==> src/vlsu_pkg.sv <==
`default_nettype none

package vlsu_pkg;

  // Data and address widths
  localparam int unsigned ElemWidth     = 32;
  localparam int unsigned AddrWidth     = 16;
  localparam int unsigned WordAddrWidth = AddrWidth - 2;

  // Longest vector handled by one instruction
  localparam int unsigned MaxVl = 8;

  // Store address and operand queues
  localparam int unsigned StoreQueueDepth    = 4;
  localparam int unsigned StoreQueuePtrWidth = $clog2(StoreQueueDepth);

  typedef logic [ElemWidth-1:0]             elem_t;
  typedef logic [AddrWidth-1:0]             addr_t;
  typedef logic [WordAddrWidth-1:0]         word_addr_t;
  typedef logic signed [AddrWidth-1:0]      stride_t;
  typedef logic [$clog2(MaxVl+1)-1:0]       vl_t;
  typedef logic [$clog2(MaxVl)-1:0]         elem_idx_t;
  typedef logic [StoreQueuePtrWidth-1:0]    sq_ptr_t;
  typedef logic [StoreQueuePtrWidth:0]      sq_cnt_t;

  typedef enum logic [1:0] {
    idle,
    gen_load,
    gen_store
  } addrgen_state_e;

endpackage

`default_nettype wire
==> src/vlsu_top.sv <==
`timescale 1ns/10ps
`default_nettype none

module vlsu_top (
  input  logic                 clk_i,
  input  logic                 rst_n_i,
  // Core side
  input  logic                 insn_valid_i,
  input  logic                 insn_store_i,
  input  vlsu_pkg::addr_t      insn_base_i,
  input  vlsu_pkg::stride_t    insn_stride_i,
  input  vlsu_pkg::vl_t        insn_vl_i,
  output logic                 insn_ready_o,
  output logic                 load_complete_o,
  output logic                 store_complete_o,
  output logic                 store_pending_o,
  // Lanes side
  input  logic                 st_operand_valid_i,
  input  vlsu_pkg::elem_t      st_operand_i,
  output logic                 ld_result_valid_o,
  output vlsu_pkg::elem_idx_t  ld_result_idx_o,
  output vlsu_pkg::elem_t      ld_result_data_o,
  // Memory port
  output logic                 mem_req_o,
  output logic                 mem_we_o,
  output vlsu_pkg::word_addr_t mem_addr_o,
  output vlsu_pkg::elem_t      mem_wdata_o,
  input  logic                 mem_rvalid_i,
  input  vlsu_pkg::elem_t      mem_rdata_i
);

  logic                ld_addr_valid;
  logic                st_addr_valid;
  vlsu_pkg::addr_t     elem_addr;
  vlsu_pkg::elem_idx_t elem_idx;
  logic                elem_last;
  logic                rd_req;
  vlsu_pkg::addr_t     rd_addr;
  logic                rvalid;
  vlsu_pkg::elem_t     rdata;
  logic                wr_req;
  vlsu_pkg::addr_t     wr_addr;
  vlsu_pkg::elem_t     wr_data;
  logic                wr_gnt;

  ////////////////////////////////////////
  // Address generation
  ////////////////////////////////////////

  vlsu_addrgen i_addrgen (
    .clk_i          (clk_i          ),
    .rst_n_i        (rst_n_i        ),
    .insn_valid_i   (insn_valid_i   ),
    .insn_store_i   (insn_store_i   ),
    .insn_base_i    (insn_base_i    ),
    .insn_stride_i  (insn_stride_i  ),
    .insn_vl_i      (insn_vl_i      ),
    .store_pending_i(store_pending_o),
    .insn_ready_o   (insn_ready_o   ),
    .ld_addr_valid_o(ld_addr_valid  ),
    .st_addr_valid_o(st_addr_valid  ),
    .elem_addr_o    (elem_addr      ),
    .elem_idx_o     (elem_idx       ),
    .elem_last_o    (elem_last      )
  );

  ////////////////////////////////////////
  // Load and store units
  ////////////////////////////////////////

  vlsu_load_unit i_load_unit (
    .clk_i          (clk_i            ),
    .rst_n_i        (rst_n_i          ),
    .addr_valid_i   (ld_addr_valid    ),
    .addr_i         (elem_addr        ),
    .idx_i          (elem_idx         ),
    .last_i         (elem_last        ),
    .rvalid_i       (rvalid           ),
    .rdata_i        (rdata            ),
    .rd_req_o       (rd_req           ),
    .rd_addr_o      (rd_addr          ),
    .result_valid_o (ld_result_valid_o),
    .result_idx_o   (ld_result_idx_o  ),
    .result_data_o  (ld_result_data_o ),
    .load_complete_o(load_complete_o  )
  );

  vlsu_store_unit i_store_unit (
    .clk_i           (clk_i             ),
    .rst_n_i         (rst_n_i           ),
    .addr_valid_i    (st_addr_valid     ),
    .addr_i          (elem_addr         ),
    .last_i          (elem_last         ),
    .operand_valid_i (st_operand_valid_i),
    .operand_i       (st_operand_i      ),
    .wr_gnt_i        (wr_gnt            ),
    .wr_req_o        (wr_req            ),
    .wr_addr_o       (wr_addr           ),
    .wr_data_o       (wr_data           ),
    .store_pending_o (store_pending_o   ),
    .store_complete_o(store_complete_o  )
  );

  ////////////////////////////////////////
  // Memory port
  ////////////////////////////////////////

  vlsu_mem_arb i_mem_arb (
    .clk_i       (clk_i       ),
    .rst_n_i     (rst_n_i     ),
    .rd_req_i    (rd_req      ),
    .rd_addr_i   (rd_addr     ),
    .wr_req_i    (wr_req      ),
    .wr_addr_i   (wr_addr     ),
    .wr_data_i   (wr_data     ),
    .mem_rvalid_i(mem_rvalid_i),
    .mem_rdata_i (mem_rdata_i ),
    .wr_gnt_o    (wr_gnt      ),
    .rvalid_o    (rvalid      ),
    .rdata_o     (rdata       ),
    .mem_req_o   (mem_req_o   ),
    .mem_we_o    (mem_we_o    ),
    .mem_addr_o  (mem_addr_o  ),
    .mem_wdata_o (mem_wdata_o )
  );

endmodule

`default_nettype wire

==> src/vlsu_mem_arb.sv <==
`timescale 1ns/10ps
`default_nettype none

module vlsu_mem_arb (
  input  logic                 clk_i,
  input  logic                 rst_n_i,
  input  logic                 rd_req_i,
  input  vlsu_pkg::addr_t      rd_addr_i,
  input  logic                 wr_req_i,
  input  vlsu_pkg::addr_t      wr_addr_i,
  input  vlsu_pkg::elem_t      wr_data_i,
  input  logic                 mem_rvalid_i,
  input  vlsu_pkg::elem_t      mem_rdata_i,
  output logic                 wr_gnt_o,
  output logic                 rvalid_o,
  output vlsu_pkg::elem_t      rdata_o,
  output logic                 mem_req_o,
  output logic                 mem_we_o,
  output vlsu_pkg::word_addr_t mem_addr_o,
  output vlsu_pkg::elem_t      mem_wdata_o
);

  logic rd_outstanding_q;

  ////////////////////////////////////////
  // Request side
  ////////////////////////////////////////

  // Loads cannot stall, so the store yields
  assign wr_gnt_o  = wr_req_i && !rd_req_i;
  assign mem_req_o = rd_req_i || wr_req_i;
  assign mem_we_o  = wr_gnt_o;

  // Byte to word address
  assign mem_addr_o  = rd_req_i ? rd_addr_i[vlsu_pkg::AddrWidth-1:2]
                                : wr_addr_i[vlsu_pkg::AddrWidth-1:2];
  assign mem_wdata_o = wr_data_i;

  ////////////////////////////////////////
  // Response side
  ////////////////////////////////////////

  always_ff @(posedge clk_i) begin
    if (!rst_n_i) begin
      rd_outstanding_q <= 1'b0;
    end else begin
      rd_outstanding_q <= rd_req_i;
    end
  end

  assign rvalid_o = mem_rvalid_i && rd_outstanding_q;
  assign rdata_o  = mem_rdata_i;

  a_expected_rsp: assert property (@(posedge clk_i) disable iff (!rst_n_i)
    mem_rvalid_i |-> rd_outstanding_q);

endmodule

`default_nettype wire

==> src/vlsu_store_unit.sv <==
`timescale 1ns/10ps
`default_nettype none

module vlsu_store_unit (
  input  logic            clk_i,
  input  logic            rst_n_i,
  input  logic            addr_valid_i,
  input  vlsu_pkg::addr_t addr_i,
  input  logic            last_i,
  input  logic            operand_valid_i,
  input  vlsu_pkg::elem_t operand_i,
  input  logic            wr_gnt_i,
  output logic            wr_req_o,
  output vlsu_pkg::addr_t wr_addr_o,
  output vlsu_pkg::elem_t wr_data_o,
  output logic            store_pending_o,
  output logic            store_complete_o
);

  vlsu_pkg::addr_t   addr_mem_q [vlsu_pkg::StoreQueueDepth];
  logic              last_mem_q [vlsu_pkg::StoreQueueDepth];
  vlsu_pkg::elem_t   op_mem_q   [vlsu_pkg::StoreQueueDepth];

  vlsu_pkg::sq_ptr_t addr_wr_ptr_q;
  vlsu_pkg::sq_ptr_t addr_rd_ptr_q;
  vlsu_pkg::sq_ptr_t op_wr_ptr_q;
  vlsu_pkg::sq_ptr_t op_rd_ptr_q;
  vlsu_pkg::sq_cnt_t addr_cnt_q;
  vlsu_pkg::sq_cnt_t op_cnt_q;

  logic addr_full;
  logic op_full;
  logic pop;

  assign addr_full = addr_cnt_q == vlsu_pkg::sq_cnt_t'(vlsu_pkg::StoreQueueDepth);
  assign op_full   = op_cnt_q == vlsu_pkg::sq_cnt_t'(vlsu_pkg::StoreQueueDepth);

  // Head pair is offered once both halves are present
  assign wr_req_o  = (addr_cnt_q != '0) && (op_cnt_q != '0);
  assign wr_addr_o = addr_mem_q[addr_rd_ptr_q];
  assign wr_data_o = op_mem_q[op_rd_ptr_q];
  assign pop       = wr_req_o && wr_gnt_i;

  assign store_pending_o = (addr_cnt_q != '0) || (op_cnt_q != '0);

  ////////////////////////////////////////
  // Queue storage
  ////////////////////////////////////////

  always_ff @(posedge clk_i) begin
    if (addr_valid_i) begin
      addr_mem_q[addr_wr_ptr_q] <= addr_i;
      last_mem_q[addr_wr_ptr_q] <= last_i;
    end
    if (operand_valid_i) begin
      op_mem_q[op_wr_ptr_q] <= operand_i;
    end
  end

  ////////////////////////////////////////
  // Pointers and counts
  ////////////////////////////////////////

  always_ff @(posedge clk_i) begin
    if (!rst_n_i) begin
      addr_wr_ptr_q    <= '0;
      addr_rd_ptr_q    <= '0;
      op_wr_ptr_q      <= '0;
      op_rd_ptr_q      <= '0;
      addr_cnt_q       <= '0;
      op_cnt_q         <= '0;
      store_complete_o <= 1'b0;
    end else begin
      // Pointers wrap on their own since the depth is a power of two
      if (addr_valid_i) addr_wr_ptr_q <= addr_wr_ptr_q + vlsu_pkg::sq_ptr_t'(1);
      if (operand_valid_i) op_wr_ptr_q <= op_wr_ptr_q + vlsu_pkg::sq_ptr_t'(1);
      if (pop) begin
        addr_rd_ptr_q <= addr_rd_ptr_q + vlsu_pkg::sq_ptr_t'(1);
        op_rd_ptr_q   <= op_rd_ptr_q + vlsu_pkg::sq_ptr_t'(1);
      end
      addr_cnt_q <= addr_cnt_q + vlsu_pkg::sq_cnt_t'(addr_valid_i)
                    - vlsu_pkg::sq_cnt_t'(pop);
      op_cnt_q   <= op_cnt_q + vlsu_pkg::sq_cnt_t'(operand_valid_i)
                    - vlsu_pkg::sq_cnt_t'(pop);
      // One cycle after the final write of the instruction
      store_complete_o <= pop && last_mem_q[addr_rd_ptr_q];
    end
  end

  a_no_overflow: assert property (@(posedge clk_i) disable iff (!rst_n_i)
    ((addr_valid_i && addr_full) || (operand_valid_i && op_full)) |-> pop);

  a_operand_has_addr: assert property (@(posedge clk_i) disable iff (!rst_n_i)
    operand_valid_i |-> (addr_cnt_q > op_cnt_q) || addr_valid_i);

endmodule

`default_nettype wire

==> src/vlsu_load_unit.sv <==
`timescale 1ns/10ps
`default_nettype none

module vlsu_load_unit (
  input  logic                clk_i,
  input  logic                rst_n_i,
  input  logic                addr_valid_i,
  input  vlsu_pkg::addr_t     addr_i,
  input  vlsu_pkg::elem_idx_t idx_i,
  input  logic                last_i,
  input  logic                rvalid_i,
  input  vlsu_pkg::elem_t     rdata_i,
  output logic                rd_req_o,
  output vlsu_pkg::addr_t     rd_addr_o,
  output logic                result_valid_o,
  output vlsu_pkg::elem_idx_t result_idx_o,
  output vlsu_pkg::elem_t     result_data_o,
  output logic                load_complete_o
);

  vlsu_pkg::elem_idx_t idx_q;
  logic                last_q;

  // Reads always win the port, so the address goes straight out
  assign rd_req_o  = addr_valid_i;
  assign rd_addr_o = addr_i;

  ////////////////////////////////////////
  // Tag pipeline
  ////////////////////////////////////////

  // Index follows the read through the memory latency
  always_ff @(posedge clk_i) begin
    if (addr_valid_i) begin
      idx_q <= idx_i;
    end
  end

  always_ff @(posedge clk_i) begin
    if (!rst_n_i) begin
      last_q <= 1'b0;
    end else begin
      last_q <= addr_valid_i && last_i;
    end
  end

  ////////////////////////////////////////
  // Result register
  ////////////////////////////////////////

  always_ff @(posedge clk_i) begin
    if (!rst_n_i) begin
      result_valid_o  <= 1'b0;
      load_complete_o <= 1'b0;
    end else begin
      result_valid_o  <= rvalid_i;
      load_complete_o <= rvalid_i && last_q;
    end
  end

  always_ff @(posedge clk_i) begin
    if (rvalid_i) begin
      result_idx_o  <= idx_q;
      result_data_o <= rdata_i;
    end
  end

  a_rvalid_after_req: assert property (@(posedge clk_i) disable iff (!rst_n_i)
    rvalid_i |-> $past(rd_req_o));

endmodule

`default_nettype wire

==> src/vlsu_addrgen.sv <==
`timescale 1ns/10ps
`default_nettype none

module vlsu_addrgen (
  input  logic                clk_i,
  input  logic                rst_n_i,
  input  logic                insn_valid_i,
  input  logic                insn_store_i,
  input  vlsu_pkg::addr_t     insn_base_i,
  input  vlsu_pkg::stride_t   insn_stride_i,
  input  vlsu_pkg::vl_t       insn_vl_i,
  input  logic                store_pending_i,
  output logic                insn_ready_o,
  output logic                ld_addr_valid_o,
  output logic                st_addr_valid_o,
  output vlsu_pkg::addr_t     elem_addr_o,
  output vlsu_pkg::elem_idx_t elem_idx_o,
  output logic                elem_last_o
);

  vlsu_pkg::addrgen_state_e state_q;
  vlsu_pkg::addr_t          addr_q;
  vlsu_pkg::stride_t        stride_q;
  vlsu_pkg::vl_t            remain_q;
  vlsu_pkg::elem_idx_t      idx_q;
  logic                     insn_accept;
  logic                     gen_active;

  // Loads wait for queued stores to drain while stores may follow each other
  assign insn_ready_o = (state_q == vlsu_pkg::idle) && (insn_store_i || !store_pending_i);
  assign insn_accept  = insn_valid_i && insn_ready_o;
  assign gen_active   = state_q != vlsu_pkg::idle;

  assign ld_addr_valid_o = state_q == vlsu_pkg::gen_load;
  assign st_addr_valid_o = state_q == vlsu_pkg::gen_store;
  assign elem_addr_o     = addr_q;
  assign elem_idx_o      = idx_q;
  assign elem_last_o     = gen_active && (remain_q == vlsu_pkg::vl_t'(1));

  ////////////////////////////////////////
  // Instruction FSM
  ////////////////////////////////////////

  always_ff @(posedge clk_i) begin
    if (!rst_n_i) begin
      state_q  <= vlsu_pkg::idle;
      remain_q <= '0;
    end else begin
      case (state_q)
        vlsu_pkg::idle: begin
          // Zero length is taken but never leaves idle
          if (insn_accept && insn_vl_i != '0) begin
            state_q  <= insn_store_i ? vlsu_pkg::gen_store : vlsu_pkg::gen_load;
            remain_q <= insn_vl_i;
          end
        end
        default: begin
          remain_q <= remain_q - vlsu_pkg::vl_t'(1);
          if (elem_last_o) begin
            state_q <= vlsu_pkg::idle;
          end
        end
      endcase
    end
  end

  // Running address and element index
  always_ff @(posedge clk_i) begin
    if (insn_accept) begin
      addr_q   <= insn_base_i;
      stride_q <= insn_stride_i;
      idx_q    <= '0;
    end else if (gen_active) begin
      addr_q <= addr_q + vlsu_pkg::addr_t'(stride_q);
      idx_q  <= idx_q + vlsu_pkg::elem_idx_t'(1);
    end
  end

  a_one_unit: assert property (@(posedge clk_i) disable iff (!rst_n_i)
    !(ld_addr_valid_o && st_addr_valid_o));

endmodule

`default_nettype wire

==> config.mk <==
export PLATFORM = sky130hd
export DESIGN_NAME = vlsu_top
export DESIGN_NICKNAME = d
export VERILOG_FILES = /design/src/vlsu_pkg.sv /design/src/vlsu_top.sv /design/src/vlsu_mem_arb.sv /design/src/vlsu_store_unit.sv /design/src/vlsu_load_unit.sv /design/src/vlsu_addrgen.sv
export SDC_FILE = /design/constraint.sdc
export NUM_CORES = 1
export LEC_CHECK = 0
export BUFFER_PORTS_ARGS = -buffer_cell sky130_fd_sc_hd__clkbuf_2
export CORE_ASPECT_RATIO = 1.1
export CORE_UTILIZATION = 25
export DETAILED_ROUTE_END_ITERATION = 8
export SLEW_MARGIN = 20
export SYNTH_ARGS = -nofsm -noshare
export SYNTH_HDL_FRONTEND = slang
export SYNTH_SLANG_ARGS = --single-unit
==> constraint.sdc <==
create_clock -name clk_i -period 4.95 [get_ports clk_i]
set_input_delay 0.99 -clock clk_i [delete_from_list [all_inputs] [get_ports clk_i]]
set_output_delay 0.99 -clock clk_i [all_outputs]
set_load 0.005 [all_outputs]
# Word level (Yosys, flattened, before mapping)
# Memories as Yosys holds them, arrays and structs flattened. A register that Yosys moved wholly into a read port is not among the register bits.
# Index checks and enable logic that the tools add are counted.
# W data, S select, Z words.
[word_totals]
ram_bits = 196
memories = 3
regBits = 98
input_bits = 106
word_cells = 80
output_inout_bits = 88
[memory_table]
columns = ["name", "words", "word_bits", "read_ports", "rd_ports_with_merged_regs", "write_ports", "line", "rtl"]
rows = [
  ["i_store_unit.op_mem_q", 4, 32, 1, 1, 1, "vlsu_store_unit.sv:22", "vlsu_pkg::elem_t op_mem_q [vlsu_pkg::StoreQueueDepth];"],
  ["i_store_unit.addr_mem_q", 4, 16, 1, 1, 1, "vlsu_store_unit.sv:20", "vlsu_pkg::addr_t addr_mem_q [vlsu_pkg::StoreQueueDepth];"],
  ["i_store_unit.last_mem_q", 4, 1, 1, 1, 1, "vlsu_store_unit.sv:21", "logic last_mem_q [vlsu_pkg::StoreQueueDepth];"],
]
[op_classes]
reduce_logical = 24
mux = 19
n_eq_ne = 4
n_addsub = 11
[ops]
columns = ["cell", "count"]
rows = [
  ["$mux W16", 2],
  ["$mux W2", 10],
  ["$add A16 B16 Y16", 1],
  ["$mux W14", 1],
  ["$logic_and A1 B1 Y1", 11],
  ["$add A2 B1 Y2 const B", 4],
  ["$mux W4", 2],
  ["$add A3 B1 Y3", 2],
  ["$reduce_bool A2 Y1", 3],
  ["$reduce_bool A3 Y1", 2],
  ["$sub A3 B1 Y3", 2],
  ["$eq A4 B1 Y1 const B", 1],
  ["$mux W1", 4],
  ["$reduce_bool A4 Y1", 1],
  ["$sub A4 B1 Y4 const B", 1],
  ["$add A3 B1 Y3 const B", 1],
  ["$logic_or A1 B1 Y1", 3],
  ["$eq A2 B1 Y1 const B", 1],
  ["$eq A2 B2 Y1 const B", 1],
  ["$logic_not A1 Y1", 2],
  ["$logic_not A2 Y1", 1],
  ["$ne A2 B2 Y1 const B", 1],
  ["$reduce_and A2 Y1", 1],
]

# Depth between registers and ports, before layout
[depth]
depth_word = 9
ltp_mapped = 12
depth_no_buf = 11

# Hierarchy
# From an unflattened synthesis, not the netlist that was laid out.
[hier_totals]
hier_cells = 739
hier_area_um2 = 12630.9
[by_module_without_submodules]
columns = ["mod", "seq_area_each_um2", "area_each_um2", "cells_each", "instances"]
rows = [
  ["vlsu_store_unit", 6266.0, 8082.8, 348, 1],
  ["vlsu_addrgen", 1141.1, 2447.3, 244, 1],
  ["vlsu_load_unit", 1201.2, 1348.8, 61, 1],
  ["vlsu_mem_arb", 20.0, 752.0, 86, 1],
]

# Worst setup path after synthesis
# OpenSTA, ideal clock, no wires.
[synth_timing]
path_type = "reg2reg"
from = "register i_addrgen.state_q[1]"
to = "register i_store_unit.addr_cnt_q[2]"
setup_slack_ns = 2.465
setup_time_ns = 0.115
path_buffers = 1
stages_incl_launch_ff = 13
required_time_ns = 4.835
synth_period_minus_slack_ns = 2.485
arrival_ns = 2.370
cell_sequence = "dfxtp_1 nand2b_1 buf_2 inv_2 nor3_2 ha_1 inv_1 ha_1 inv_1 fa_1 xnor2_1 xnor2_1 and2_1"
[synth_between]
elab_chain_len = 5
word_cells_on_any_way = 7
cone_classes = "add/sub (2); eq/ne (2); reduce/logical (3)"
[synth_lines]
columns = ["element", "line", "rtl"]
rows = [
  ["from (decl)", "vlsu_addrgen.sv:21", "vlsu_pkg::addrgen_state_e state_q;"],
  ["from (signal assigned)", "vlsu_addrgen.sv:46", "state_q <= vlsu_pkg::idle;"],
  ["from (signal assigned)", "vlsu_addrgen.sv:53", "state_q <= insn_store_i ? vlsu_pkg::gen_store : vlsu_pkg::gen_load;"],
  ["from (signal assigned)", "vlsu_addrgen.sv:60", "state_q <= vlsu_pkg::idle;"],
  ["$eq A2 B1 Y1", "vlsu_addrgen.sv:34", "assign ld_addr_valid_o = state_q == vlsu_pkg::gen_load;"],
  ["$logic_not A1 Y1", "vlsu_mem_arb.sv:30", "assign wr_gnt_o = wr_req_i && !rd_req_i;"],
  ["$logic_and A1 B1 Y1", "vlsu_mem_arb.sv:30", ""],
  ["named net mem_we_o", "vlsu_top.sv:25", "output logic mem_we_o,"],
  ["$logic_and A1 B1 Y1", "vlsu_store_unit.sv:42", "assign pop = wr_req_o && wr_gnt_i;"],
  ["$sub A3 B1 Y3", "vlsu_store_unit.sv:82", "- vlsu_pkg::sq_cnt_t'(pop);"],
  ["to (signal assigned)", "vlsu_store_unit.sv:81", "addr_cnt_q <= addr_cnt_q + vlsu_pkg::sq_cnt_t'(addr_valid_i)"],
  ["to (decl)", "vlsu_store_unit.sv:28", "vlsu_pkg::sq_cnt_t addr_cnt_q;"],
]
# The timed path passes the listed nets, and every way through them passes these cells.
# A chain may end at the register's enable or synchronous reset.

# Worst setup path after layout
[layout_timing]
from = "register i_addrgen.state_q[1]"
to = "output port mem_we_o"
[layout_between]
elab_chain_len = 3
[layout_lines]
columns = ["element", "line"]
rows = [
  ["$eq A2 B1 Y1", "vlsu_addrgen.sv:34"],
  ["$logic_not A1 Y1", "vlsu_mem_arb.sv:30"],
  ["$logic_and A1 B1 Y1", "vlsu_mem_arb.sv:30"],
  ["to (decl)", "vlsu_top.sv:25"],
]
# Every way passes these cells.

==> results.md <==
* Slew Viols, Final at 0
* Placed Cells at 1401
* GRT Total Usage at 0.106
* Net Sw Frac at 0.284
* TNS Setup at 0 ps
* Startpoint types: flop
* Post-CTS Setup Repair Bufs at 0
* Layout area overhead at 23.9%
* Vias/cell at 4.19
* DP HPWL at 15.9 mm
* Syn Nets at 783
* Commonest non-fill, non-tap cells in the layout: edfxtp_1, clkbuf_2, nand2_1
* Gr ovfl total at 0
* Sequential share of the synthesized area at 0.733
* CTS Buf Count at 34
* Max_cap viols at 0
* First-pass GRT wire length at 37.2 mm
* Final instance count without filler cells at 1462
* Initial antenna violation count at 0
* Num ports at 194
* Largest net degree at the start of global routing at 36
* Clock Latency Late Sink at 520 ps
* Drt first pass iters at 4
* Async set-or-reset flop fraction in the synthesized netlist at 0
* Synth top area cells: edfxtp_1, mux4_2, dfxtp_1, ha_1, nand2_1
* Area fraction of the dominant cell type after synthesis at 0.677
* Clock buffer depth at 3
* Status: finished, final reports clean
* Period utilization at 0.749
* Share of layout cells above drive strength 1 at 0.347
* CP endpoint kind: primary output
* Min cycle time layout at 3710 ps
* Die Y at 226 µm
* P_int at 5.49 mW
* Number of gates resized after CTS at 0
* Synth unique cells at 48
* Setup Crit Path Kind: reg2out
* Chip width at 206 µm
* Leakage at 5.16 nW
* Synth Warn # at 0
* Layout net count at 994
* I/O Buffers at 193
* Vias in the first global route at 6592
* Routed WL per cell at 16.7 µm
* CTS root buffer: clkbuf_16
* H-Tree Depth at 2
* Max IR drop VDD at 0.291 mV
* Clk_skew at 13.7 ps
* Ant diodes at 0
* Yosys reg bits at 290
* Fmax at 0.270 GHz
* Min-delay worst type: reg2reg
* Most Used Layer, Global Route: met2
* Worst Path Arrival at 2720 ps
* Initial core utilization at 0.255
* Final setup viols at 0
* DR iter-0 viols at 313
* Tightest Pin Transition at 995 ps
* Sequential share of power at 0.432
* PwrDens at 541 nW/µm²
* Core Area at 44800 µm²
* Mapped Cells at 645
* Ys flop type: edfxtp_1
* Vias at 6127
* Slew headroom at 0.336
* WL final at 24.4 mm
* Sw power at 2.17 mW
* Largest area contributor in the netlist: edfxtp_1
* Sink Count at 290
* Critical Path RT at 3960 ps
* Clock share of power at 0.323
* FP Rows at 81
* Leading cell type in the layout, fill and taps excluded: edfxtp_1
* Power share of the combinational group at 0.245
* EDFF count, synth at 258
* Syn Std Cell Area at 11400 µm²
* M1 GR Usage at 0.124
* M3 GR Usage at 0.0305
* Final ANT Viol Nets at 0
* CP max FO at 20
* Final GP Congestion at 0.724
* Syn avg cell area at 17.7 µm²
* CTS Hold Bufs at 0
* Met2 Usage GRT at 0.183
* CTS tree: done
* Residual DRC at 0
* Final Hold Vio Count at 0
* CTS clock-pin slew for the worst setup and hold paths at 50 ps
* RSZ-0062 raised after global routing: false
* Full die area at 46600 µm²
[power by group through the flow]
| stage | clock network, mW | logic (mW) | registers [mW] |
|---|---|---|---|
| final | 2.48 | 1.87 | 3.31 |
| after global routing | 2.67 | 2.12 | 3.36 |
| after CTS | 2.57 | 1.93 | 3.33 |
| after detailed placement | 0 | 1.91 | 3.37 |
| after global placement | 0 | 1.90 | 3.36 |
| after floorplan | 0 | 1.40 | 3.23 |
[final cells by class]
| class | count | area [µm²] |
|---|---|---|
| Multi-Input combinational cell | 321 | 2910 |
| Sequential cell | 290 | 8390 |
| Inverter | 14 | 57.6 |
| Clock buffer | 46 | 927 |
| Clock inverter | 15 | 179 |
| Timing Repair Buffer | 195 | 981 |
| Fill cell | 4442 | 30600 |
| Tap cell | 581 | 727 |
[sequential cells by signal, indices dropped and copies added (netlist names), 4 cells and up, named ones only]
name and cells:
i_store_unit.op_mem_q 128, i_store_unit.addr_mem_q 56, i_load_unit.result_data_o 32, i_addrgen.elem_addr_o 16
i_addrgen.stride_q 16, i_addrgen.remain_q 4, i_store_unit.last_mem_q 4
[worst paths after layout]
kind	from	to	slack, ps	depth (start not counted)
max	i_addrgen.state_q[1]	mem_we_o	1240	4
max reg2reg	i_addrgen.state_q[1]	i_store_unit.addr_cnt_q[2]	1510	11
min	i_load_unit.last_q	i_load_unit.load_complete_o	440	1
min reg2reg	i_load_unit.last_q	i_load_unit.load_complete_o	440	1
[synth_stat cells (3+ instances only)]
cell,number
a211oi_1,4
a21o_1,8
a21oi_1,21
a31oi_1,6
and2_1,26
and3_1,5
buf_2,8
clkbuf_1,11
dfxtp_1,32
edfxtp_1,258
fa_1,3
ha_1,29
inv_1,12
mux4_2,47
nand2_1,64
nand3_1,4
nor2_1,25
nor2b_1,8
o21a_1,4
o21ai_0,11
or3_1,3
xnor2_1,13
xor2_1,12
[per-stage QoR]
stage / power (mW) / cell area (µm²) / worst slack [ps] / util / hold slack [ps]
6_report: 7.66 / 14200 / 1240 / 0.316 / 437
3_3_place_gp: 5.26 / 13100 / 1470 / 0.292 / 430
3_5_place_dp: 5.29 / 13100 / 1430 / 0.292 / 427
4_1_cts: 7.82 / 14200 / 1090 / 0.316 / 440
5_1_grt: 8.14 / 14200 / 963 / 0.316 / 447
2_1_floorplan: 4.63 / 11400 / 2470 / - / 400
[per-layer routing]
metal,share of wire,vias up,wire (µm)
li1,-,2909,-
met1,0.42,3028,10200
met2,0.51,152,12400
met3,0.054,38,1310
met4,0.021,0,505
met5,0,-,0
[cell families (layout without fill, tap and decap cells)]
group | after synthesis | count (layout) | share of synthesized area
XOR/XNOR | 25 | 25 | 0.0191
AO/OA/AOI/OAI | 69 | 69 | 0.0416
flip-flops | 290 | 290 | 0.733
multiplexers | 48 | 48 | 0.0934
AND/OR/NAND/NOR | 147 | 147 | 0.0631
adder cells (fa/ha/maj) | 32 | 32 | 0.0370
buffers and inverters | 34 | 270 | 0.0125
[worst max-delay path, cell delays in order (launching register included)]
cell      delay, ps
dfxtp_1         360
nand2b_1        650
inv_2           400
nor3_2          560
clkbuf_2        220
(Power assumes the default switching activity.)
